<file path="src/rtl/render_macros.svh">
// Screen, tile, sprite and credit dimensions for the arena renderer
// Included by the package and by every RTL file that sizes logic from them
// All values are plain integers so they work in widths and comparisons

`ifndef RENDER_MACROS_SVH
`define RENDER_MACROS_SVH

// ------------------------------
// Visible pixel grid
// ------------------------------
`define SCREEN_WIDTH  160           // Pixels per line
`define SCREEN_HEIGHT 120           // Lines per frame
`define COORD_BITS    8             // Wide enough for either axis

// ------------------------------
// Barrier tile map
// ------------------------------
`define TILE_SHIFT 3                // 8-pixel tiles
`define TILE_COLS  20               // SCREEN_WIDTH >> TILE_SHIFT
`define TILE_ROWS  15               // SCREEN_HEIGHT >> TILE_SHIFT

// ------------------------------
// Sprites and flow control
// ------------------------------
`define SPRITE_SIZE   16            // Square sprite edge
`define NUM_SPRITES   4             // Slot 0 shooter, 1..3 zombies
`define PIXEL_CREDITS 4             // Sink buffer depth

`endif

</file>
<file path="src/rtl/renderPkg.sv">
// Shared types and colour constants for the arena renderer
// Modules pull these in with a wildcard import of renderPkg
// RGB triples are packed with red in the top channel, blue in the bottom

`include "render_macros.svh"

package renderPkg;

    typedef logic [`COORD_BITS-1:0] coordT;    // One screen coordinate
    typedef logic [7:0]             colorT;    // One colour channel
    typedef colorT [2:0]            rgbT;      // [2] red, [1] green, [0] blue

    // Direction the sprite is looking, selects the eye stripe
    typedef enum logic [1:0]
    {
        faceUp    = 2'd0,
        faceRight = 2'd1,
        faceDown  = 2'd2,
        faceLeft  = 2'd3
    } faceT;

    // ------------------------------
    // Sprite colours
    // ------------------------------
    localparam rgbT slotColors [`NUM_SPRITES] = '{
        {8'h00, 8'hff, 8'h00},      // Shooter, green
        {8'hff, 8'h00, 8'h00},      // Zombie, red
        {8'h80, 8'h00, 8'h80},      // Zombie, purple
        {8'hff, 8'hff, 8'h00}       // Zombie, yellow
    };
    localparam rgbT eyeColor = {8'h00, 8'hff, 8'hff};

    // ------------------------------
    // Arena frame
    // ------------------------------
    localparam rgbT backgroundColor = {8'hf3, 8'h69, 8'h0e};   // Orange surround
    localparam rgbT edgeColor       = {8'h00, 8'h00, 8'h00};
    localparam rgbT floorColor      = {8'h00, 8'h00, 8'hff};
    localparam rgbT barrierColor    = {8'h80, 8'h80, 8'h80};

    // Rectangle bounds, all inclusive
    localparam coordT edgeLeft    = coordT'(2);
    localparam coordT edgeRight   = coordT'(157);
    localparam coordT edgeTop     = coordT'(6);
    localparam coordT edgeBottom  = coordT'(115);
    localparam coordT floorLeft   = coordT'(4);
    localparam coordT floorRight  = coordT'(155);
    localparam coordT floorTop    = coordT'(8);
    localparam coordT floorBottom = coordT'(113);

endpackage

</file>
<file path="src/rtl/scanGenerator.sv">
// Raster scan source for the renderer pipeline
// Walks the screen X-fastest and issues one coordinate per cycle while it
// holds a credit from the display sink; each creditReturn pulse adds one back
// frameStart marks the issue of pixel (0,0)

`include "render_macros.svh"

module scanGenerator
    import renderPkg::*;
(
    input  logic  Clk,
    input  logic  reset,
    input  logic  creditReturn,        // One pulse per pixel the sink consumed
    output logic  scanValid,
    output logic  frameStart,
    output coordT scanX,
    output coordT scanY
);

    localparam int    CREDIT_BITS = $clog2(`PIXEL_CREDITS + 1);
    localparam coordT LAST_X      = coordT'(`SCREEN_WIDTH - 1);
    localparam coordT LAST_Y      = coordT'(`SCREEN_HEIGHT - 1);

    logic [CREDIT_BITS-1:0] creditCount;
    logic                   issue;
    coordT                  rasterX;   // Next coordinate to hand out
    coordT                  rasterY;

    assign issue = (creditCount != '0);    // Any credit left lets a pixel go

    // ------------------------------
    // Credit counter
    // ------------------------------
    always_ff @(posedge Clk)
    begin
        if (reset)
            creditCount <= CREDIT_BITS'(`PIXEL_CREDITS);   // Sink buffer starts empty
        else
        begin
            case ({issue, creditReturn})
                2'b10:   creditCount <= creditCount - 1'b1;  // Spend
                2'b01:   creditCount <= creditCount + 1'b1;  // Refund
                default: creditCount <= creditCount;         // Both or neither
            endcase
        end
    end

    // ------------------------------
    // Raster counters and issue flags
    // ------------------------------
    always_ff @(posedge Clk)
    begin
        if (reset)
        begin
            rasterX    <= '0;
            rasterY    <= '0;
            scanValid  <= 1'b0;
            frameStart <= 1'b0;
        end
        else
        begin
            scanValid  <= issue;
            frameStart <= issue && (rasterX == '0) && (rasterY == '0);
            if (issue)
            begin
                if (rasterX == LAST_X)
                begin
                    rasterX <= '0;
                    rasterY <= (rasterY == LAST_Y) ? '0 : rasterY + 1'b1;  // Frame wrap
                end
                else
                    rasterX <= rasterX + 1'b1;
            end
        end
    end

    // Issued coordinate, only meaningful with scanValid
    always_ff @(posedge Clk)
    begin
        if (issue)
        begin
            scanX <= rasterX;
            scanY <= rasterY;
        end
    end

endmodule

</file>
<file path="src/rtl/spriteEngine.sv">
// Hit test and texel lookup for one sprite slot
// Stage 1 latches the sprite placement at frameStart and finds the pixel's
// offset inside the 16x16 box; stage 2 applies the texel rule and registers
// hitOpaque and hitColor two cycles after the scan coordinate
// SLOT picks the body colour out of slotColors

`include "render_macros.svh"

module spriteEngine
    import renderPkg::*;
#(
    parameter int SLOT = 0
)
(
    input  logic  Clk,
    input  logic  reset,
    input  logic  scanValid,
    input  logic  frameStart,
    input  coordT scanX,
    input  coordT scanY,
    input  coordT spriteX,             // Upper-left corner
    input  coordT spriteY,
    input  faceT  spriteFace,
    input  logic  spriteLive,
    output logic  hitOpaque,
    output rgbT   hitColor
);

    localparam int OFF_BITS = $clog2(`SPRITE_SIZE);
    localparam int OFF_MAX  = `SPRITE_SIZE - 1;

    // Per-frame copy of the sprite inputs
    coordT latchX;
    coordT latchY;
    faceT  latchFace;
    logic  latchLive;

    // Values in force for the current pixel
    coordT curX;
    coordT curY;
    faceT  curFace;
    logic  curLive;
    coordT diffX;
    coordT diffY;

    // Stage 1 registers
    logic                valid1;
    logic                inBox1;
    logic                live1;
    faceT                face1;
    logic [OFF_BITS-1:0] offX1;
    logic [OFF_BITS-1:0] offY1;

    logic corner;
    logic stripe;

    // ------------------------------
    // Stage 1: placement and box test
    // ------------------------------
    always_ff @(posedge Clk)
    begin
        if (reset)
            latchLive <= 1'b0;
        else if (scanValid && frameStart)
        begin
            latchX    <= spriteX;
            latchY    <= spriteY;
            latchFace <= spriteFace;
            latchLive <= spriteLive;
        end
    end

    // First pixel of a frame already sees the new placement
    assign curX    = frameStart ? spriteX    : latchX;
    assign curY    = frameStart ? spriteY    : latchY;
    assign curFace = frameStart ? spriteFace : latchFace;
    assign curLive = frameStart ? spriteLive : latchLive;

    assign diffX = scanX - curX;       // Left of the sprite wraps to a large value
    assign diffY = scanY - curY;

    always_ff @(posedge Clk)
    begin
        if (reset)
            valid1 <= 1'b0;
        else
            valid1 <= scanValid;
    end

    always_ff @(posedge Clk)
    begin
        inBox1 <= (diffX < `SPRITE_SIZE) && (diffY < `SPRITE_SIZE);
        live1  <= curLive;
        face1  <= curFace;
        offX1  <= diffX[OFF_BITS-1:0];
        offY1  <= diffY[OFF_BITS-1:0];
    end

    // ------------------------------
    // Stage 2: texel rule
    // ------------------------------
    // 2x2 squares in each corner are see-through
    assign corner = ((offX1 < 2) || (offX1 > OFF_MAX - 2)) &&
                    ((offY1 < 2) || (offY1 > OFF_MAX - 2));

    // Eyes: 3-pixel band on the side the sprite looks towards
    always_comb
    begin
        case (face1)
            faceUp:    stripe = (offY1 < 3);
            faceDown:  stripe = (offY1 > OFF_MAX - 3);
            faceLeft:  stripe = (offX1 < 3);
            default:   stripe = (offX1 > OFF_MAX - 3);    // faceRight
        endcase
    end

    always_ff @(posedge Clk)
    begin
        if (reset)
            hitOpaque <= 1'b0;
        else
            hitOpaque <= valid1 && live1 && inBox1 && !corner;
    end

    always_ff @(posedge Clk)
        hitColor <= stripe ? eyeColor : slotColors[SLOT];   // Only read when opaque

endmodule

</file>
<file path="src/rtl/colorMapper.sv">
// Final pixel composition for the arena renderer
// Delays the scan coordinate two cycles to meet the sprite engine results,
// then layers frame, sprites and barrier tiles and registers the RGB output
// Priority, lowest first: frame rectangles, sprites by slot, barriers

`include "render_macros.svh"

module colorMapper
    import renderPkg::*;
(
    input  logic                                   Clk,
    input  logic                                   reset,
    input  logic                                   scanValid,
    input  coordT                                  scanX,
    input  coordT                                  scanY,
    input  logic [`NUM_SPRITES-1:0]                hitOpaque,
    input  rgbT  [`NUM_SPRITES-1:0]                hitColor,
    input  logic [`TILE_ROWS-1:0][`TILE_COLS-1:0] barrierMap,  // [row][col]
    output logic                                   pixelValid,
    output coordT                                  pixelX,
    output coordT                                  pixelY,
    output colorT                                  pixelRed,
    output colorT                                  pixelGreen,
    output colorT                                  pixelBlue
);

    localparam int TILE_BITS = `COORD_BITS - `TILE_SHIFT;

    // Alignment pipe, matches the two engine stages
    logic  valid1;
    logic  valid2;
    coordT x1;
    coordT y1;
    coordT x2;
    coordT y2;

    logic                 inEdge;
    logic                 inFloor;
    logic [TILE_BITS-1:0] tileRow;
    logic [TILE_BITS-1:0] tileCol;
    rgbT                  color;

    // ------------------------------
    // Coordinate alignment
    // ------------------------------
    always_ff @(posedge Clk)
    begin
        if (reset)
        begin
            valid1 <= 1'b0;
            valid2 <= 1'b0;
        end
        else
        begin
            valid1 <= scanValid;
            valid2 <= valid1;
        end
    end

    always_ff @(posedge Clk)
    begin
        x1 <= scanX;
        y1 <= scanY;
        x2 <= x1;
        y2 <= y1;
    end

    // ------------------------------
    // Layer priority
    // ------------------------------
    assign inEdge  = (x2 >= edgeLeft) && (x2 <= edgeRight) &&
                     (y2 >= edgeTop)  && (y2 <= edgeBottom);
    assign inFloor = (x2 >= floorLeft) && (x2 <= floorRight) &&
                     (y2 >= floorTop)  && (y2 <= floorBottom);

    assign tileRow = y2[`COORD_BITS-1:`TILE_SHIFT];   // Divide by tile size
    assign tileCol = x2[`COORD_BITS-1:`TILE_SHIFT];

    always_comb
    begin
        color = backgroundColor;
        if (inEdge)
            color = edgeColor;                 // Black rim around the floor
        if (inFloor)
            color = floorColor;

        // Later slots overwrite earlier ones
        for (int s = 0; s < `NUM_SPRITES; s++)
        begin
            if (hitOpaque[s])
                color = hitColor[s];
        end

        if (barrierMap[tileRow][tileCol])
            color = barrierColor;              // Walls cover everything
    end

    // ------------------------------
    // Output register
    // ------------------------------
    always_ff @(posedge Clk)
    begin
        if (reset)
            pixelValid <= 1'b0;
        else
            pixelValid <= valid2;
    end

    always_ff @(posedge Clk)
    begin
        pixelX     <= x2;
        pixelY     <= y2;
        pixelRed   <= color[2];
        pixelGreen <= color[1];
        pixelBlue  <= color[0];
    end

endmodule

</file>
<file path="src/rtl/pixelRenderer.sv">
// Top of the streaming arena renderer
// The scan generator feeds NUM_SPRITES sprite engines and the colour mapper;
// a pixel issued in cycle t leaves on pixelValid in cycle t+3
// The sink returns one creditReturn pulse per consumed pixel

`include "render_macros.svh"

module pixelRenderer
    import renderPkg::*;
(
    input  logic                                   Clk,
    input  logic                                   reset,
    input  coordT [`NUM_SPRITES-1:0]               spriteX,     // Per slot, 0 is shooter
    input  coordT [`NUM_SPRITES-1:0]               spriteY,
    input  faceT  [`NUM_SPRITES-1:0]               spriteFace,
    input  logic  [`NUM_SPRITES-1:0]               spriteLive,
    input  logic [`TILE_ROWS-1:0][`TILE_COLS-1:0] barrierMap,
    input  logic                                   creditReturn,
    output logic                                   pixelValid,
    output coordT                                  pixelX,
    output coordT                                  pixelY,
    output colorT                                  pixelRed,
    output colorT                                  pixelGreen,
    output colorT                                  pixelBlue
);

    logic                    scanValid;
    logic                    frameStart;
    coordT                   scanX;
    coordT                   scanY;
    logic [`NUM_SPRITES-1:0] hitOpaque;
    rgbT  [`NUM_SPRITES-1:0] hitColor;

    scanGenerator scanGenerator_i (
        .Clk          (Clk),
        .reset        (reset),
        .creditReturn (creditReturn),
        .scanValid    (scanValid),
        .frameStart   (frameStart),
        .scanX        (scanX),
        .scanY        (scanY)
    );

    // ------------------------------
    // One engine per sprite slot
    // ------------------------------
    for (genvar slot = 0; slot < `NUM_SPRITES; slot++)
    begin : gSprite
        spriteEngine #(.SLOT(slot)) spriteEngine_i (
            .Clk        (Clk),
            .reset      (reset),
            .scanValid  (scanValid),
            .frameStart (frameStart),
            .scanX      (scanX),
            .scanY      (scanY),
            .spriteX    (spriteX[slot]),
            .spriteY    (spriteY[slot]),
            .spriteFace (spriteFace[slot]),
            .spriteLive (spriteLive[slot]),
            .hitOpaque  (hitOpaque[slot]),
            .hitColor   (hitColor[slot])
        );
    end

    colorMapper colorMapper_i (
        .Clk        (Clk),
        .reset      (reset),
        .scanValid  (scanValid),
        .scanX      (scanX),
        .scanY      (scanY),
        .hitOpaque  (hitOpaque),
        .hitColor   (hitColor),
        .barrierMap (barrierMap),
        .pixelValid (pixelValid),
        .pixelX     (pixelX),
        .pixelY     (pixelY),
        .pixelRed   (pixelRed),
        .pixelGreen (pixelGreen),
        .pixelBlue  (pixelBlue)
    );

endmodule

</file>
<file path="config.mk">
export PLATFORM = sky130hd
export DESIGN_NAME = pixelRenderer
export DESIGN_NICKNAME = d
export VERILOG_FILES = /design/src/rtl/renderPkg.sv /design/src/rtl/scanGenerator.sv /design/src/rtl/spriteEngine.sv /design/src/rtl/colorMapper.sv /design/src/rtl/pixelRenderer.sv
export VERILOG_INCLUDE_DIRS = /design/src /design/src/rtl
export SDC_FILE = /design/constraint.sdc
export NUM_CORES = 1
export LEC_CHECK = 0
export BUFFER_PORTS_ARGS = -buffer_cell sky130_fd_sc_hd__buf_2
export CAP_MARGIN = 20
export CORE_AREA = 2 2 165 167
export DETAILED_ROUTE_END_ITERATION = 10
export DIE_AREA = 0 0 167 169
export GPL_TIMING_DRIVEN = 0
export PLACE_DENSITY_LB_ADDON = 0.2
export SLEW_MARGIN = 20
export SYNTH_ARGS = -nofsm -noshare
export SYNTH_HDL_FRONTEND = slang
export SYNTH_SLANG_ARGS = --single-unit
</file>
<file path="constraint.sdc">
create_clock -name Clk -period 4.5 [get_ports Clk]
set_clock_uncertainty 0.1 [all_clocks]
set_input_delay 0.225 -clock Clk [delete_from_list [all_inputs] [get_ports Clk]]
set_output_delay 0.225 -clock Clk [all_outputs]
set_load 0.02 [all_outputs]
</file>
==> flow_summary.ini <==
[grt]
grt_pass1_vias = 11200
grt_use_total_pct = 32.4
antenna_found_initial = 12
grt_max_degree = 38
grt_overflow = 0
grt_pass1_wl_um = 68200

[hold_path]
hold_class = input pin to flop
whs_endpoint = scanGenerator_i.creditCount[0]$_SDFFE_PP0P_
hp-start = creditReturn
whs_path_depth = 4

[sta]
min_period_ps = 4190
fin_tns_setup_ps = 0
finalHoldViolCount = 0
period_share_pct = 93.2
worst_slack_ps = 307
relSlewSlack_pct = 34.8
rsz0062_at_grt = false
final-setup-viol-count = 0
slew_viol_final = 0
worst_pin_slew_ps = 971
max_freq_mhz = 239
holdWs_ps = 111

[power]
p_sw_share_pct = 39.5
powerDensity_mw_per_mm2 = 608
pwr-share-seq_pct = 32.2
total_power_mw = 10.3
vdd_drop_max_uv = 377
switchingPower_mw = 4.09
p_leak_nw = 7.23
power_frac_clock_pct = 19.0
combPwrFrac_pct = 48.8
p_int_mw = 6.24

[place]
dpl_worst_slack_ps = -577
io_buffers = 419
gp_congestion = 0.963
dp_hpwl_um = 38400

[floorplanning]
core_area_mm2 = 0.0265
die_y_um = 169
die_x_um = 167
rows = 60
start_util_pct = 48.5
ioPinCount = 420
die_area_mm2 = 0.0282

[critical_path]
rrSetupSlack_ps = 310
worstSetupStartpointType = flop
timing.rr.end = gSprite[2].spriteEngine_i.inBox1$_DFF_P_
r2r_cells = 11
crit_fanout = 19
cpPeakStageDelay_ps = 670
reg2reg_from = scanGenerator_i.frameStart$_SDFF_PP0_
crit_buf_inv = 1
cp_slowest_cell = dfxtp_2
cp_common_cell = o21ai_0
critPathArrivalTime_ps = 4460
cp-end-kind = flop
path_class = flop to flop
path_delay_family = simple AND/OR/NAND/NOR gates
crit_chain = buf_2 -> mux2_2 -> ha_1 -> fa_1 -> nor2b_1 -> o21ai_0 -> a21boi_0 -> o21ai_0 -> nand3_1 -> or3b_2 -> nor4_1
required_ps = 4770

[clock_network]
post_cts_buffers = 0
clockBufferDepth = 3
path_clk_slew_ps = 60
cts_sinks = 232
cts_made_buffers = 24
root_buffer = clkbuf_16
cts_tree = yes
ctsHtreeMaxLevel = 1
clk_latency_ps = 530

[routing]
wl_um = 48200
wl_per_cell_um = 24.2
maxUsedRoutingLayer = met5
wl_met2_um = 23100
vias = 11500
detail-route-antenna-nets = 0
first_pass_iters = 5
wl_met3_um = 5070
drtIter0Drc = 996
drt-met1-wl_um = 18500
viasPerCell = 5.79
drc = 0

[synth]
syn_nets = 1553
ys_warn_count = 0
async_flop_share_pct = 0
avgSynthCellArea_um2 = 11.6
netlist_area_mm2 = 0.0129
synth_edf_count = 88
yosysUniqueCellTypes = 76
syn_inst = 1105
ys_ff_latch = 232
yosys_most_used_dff = dfxtp_1
synth_seq_area_share_pct = 43.0

[final_layout]
layout-drive-gt1-share_pct = 36.1
nFillCells = 2181
syn_to_final_growth_pct = 32.1
nets = 2074
layout_commonest_cell = buf_2
layout_common_cells = buf_2, dfxtp_1, mux2i_1, edfxtp_1, dlygate4sd3_1

[run]
max_cap_violations = 0

[outcome]
status = finished clean
how the worst max path moves through the flow:
stage,start,to,cells after the start
after global placement,scanGenerator_i.frameStart$_SDFF_PP0_,gSprite[0].spriteEngine_i.latchX[2]$_DFFE_PP_,4
after global routing,scanGenerator_i.frameStart$_SDFF_PP0_,gSprite[2].spriteEngine_i.inBox1$_DFF_P_,11
final,scanGenerator_i.frameStart$_SDFF_PP0_,gSprite[2].spriteEngine_i.inBox1$_DFF_P_,11
after detailed placement,scanGenerator_i.frameStart$_SDFF_PP0_,gSprite[2].spriteEngine_i.inBox1$_DFF_P_,13
after CTS,scanGenerator_i.frameStart$_SDFF_PP0_,gSprite[2].spriteEngine_i.inBox1$_DFF_P_,11
after floorplan,scanGenerator_i.frameStart$_SDFF_PP0_,gSprite[0].spriteEngine_i.latchFace[0]$_DFFE_PP_,4
sequential cells by signal (all words and copies together) (netlist names), 16 cells and up:
| signal | cells |
|---|---|
| gSprite.spriteEngine_i.offY1 | 16 |
| gSprite.spriteEngine_i.latchY | 32 |
| gSprite.spriteEngine_i.latchX | 32 |
| gSprite.spriteEngine_i.offX1 | 16 |
synth_stat cells, types with 7 or more instances:
cell type | n | area share, %
buf_6 | 8 | 0.70
nor2_1 | 56 | 1.6
a21boi_0 | 17 | 0.99
ha_1 | 61 | 5.9
buf_4 | 16 | 0.93
o22ai_1 | 8 | 0.39
nand3_1 | 16 | 0.62
inv_1 | 61 | 1.8
o211ai_1 | 9 | 0.53
nor4_1 | 9 | 0.44
or3_1 | 7 | 0.34
dfxtp_1 | 144 | 22
nand2_1 | 42 | 1.2
o21ai_0 | 38 | 1.5
nor2b_1 | 22 | 1.1
fa_1 | 8 | 1.2
o21a_1 | 8 | 0.47
clkbuf_1 | 15 | 0.44
buf_2 | 12 | 0.47
nor3_1 | 29 | 1.1
a221oi_1 | 10 | 0.68
nand4_1 | 8 | 0.39
a21oi_1 | 41 | 1.6
and3_1 | 10 | 0.49
buf_1 | 7 | 0.20
o2111ai_1 | 8 | 0.55
mux4_1 | 17 | 3.5
mux2i_1 | 90 | 7.0
a211oi_1 | 11 | 0.64
edfxtp_1 | 88 | 21
xnor2_1 | 30 | 2.0
mux2_2 | 36 | 3.2
mux4_2 | 37 | 6.5
xor2_1 | 22 | 1.5
kinds of logic (layout without fill, tap and decap cells):
kind of cell	count (synthesis)	count (layout)	share of synthesized area (%)
DFF	232	232	43.0
muxes	180	180	20.1
buffers and inverters	122	661	4.83
adders and majority gates	69	69	7.18
and+or+nand+nor	246	246	10.2
AOI/OAI and AO/OA	204	204	11.2
xor gates and xnor gates	52	52	3.54
other	0	7	0
tightest hold or removal path, cell delays in order:
cell    delay, ps
buf_2          80
ha_1          210
xor2_1        100
nor2_1         80
power by group through the flow:
stage | registers [mW] | logic [mW] | clock network (mW)
after floorplan | 3.23 | 3.46 | 0
final | 3.33 | 5.04 | 1.97
after CTS | 3.32 | 4.99 | 1.99
after global routing | 3.39 | 5.45 | 2.07
after global placement | 3.31 | 4.84 | 0
after detailed placement | 3.32 | 4.94 | 0
through the flow:
| step | cells | utilization (%) | area [um2] |
|---|---|---|---|
| global placement | 1865 | 58.0 | 15400 |
| detailed placement | 1866 | 58.1 | 15400 |
| finish | 1992 | 64.1 | 17000 |
| CTS | 1985 | 64.0 | 17000 |
| global route | 1990 | 64.0 | 17000 |
| floorplan | 1105 | - | 12900 |
layer usage:
metal | vias to the layer above | GRT usage [%]
met1 | 5561 | 40.7
met4 | 6 | 11.0
li1 | 5230 | -
met5 | - | 0
met3 | 92 | 9.40
met2 | 643 | 53.9
repair_timing:
action / 4_1_cts / 5_1_grt
endpoints found under the hold margin: 91 / 0
setup endpoints to repair: 2 / 0
resized for setup: 4 / 0
hold buffers: 77 / 0
layout make-up:
cell class | count | area [um2] | area share [%]
sequential | 232 | 5530 | 32.6
clock buffer | 34 | 668 | 3.94
inverter | 62 | 233 | 1.37
timing repair buffer | 497 | 2890 | 17.0
buffer | 58 | 389 | 2.29
multi-input combinational | 751 | 6710 | 39.5
antenna | 7 | 17.5 | 0.103
clock inverter | 10 | 118 | 0.693
tap | 341 | 427 | 2.51
No activity file was read; power rests on OpenSTA's default activity.
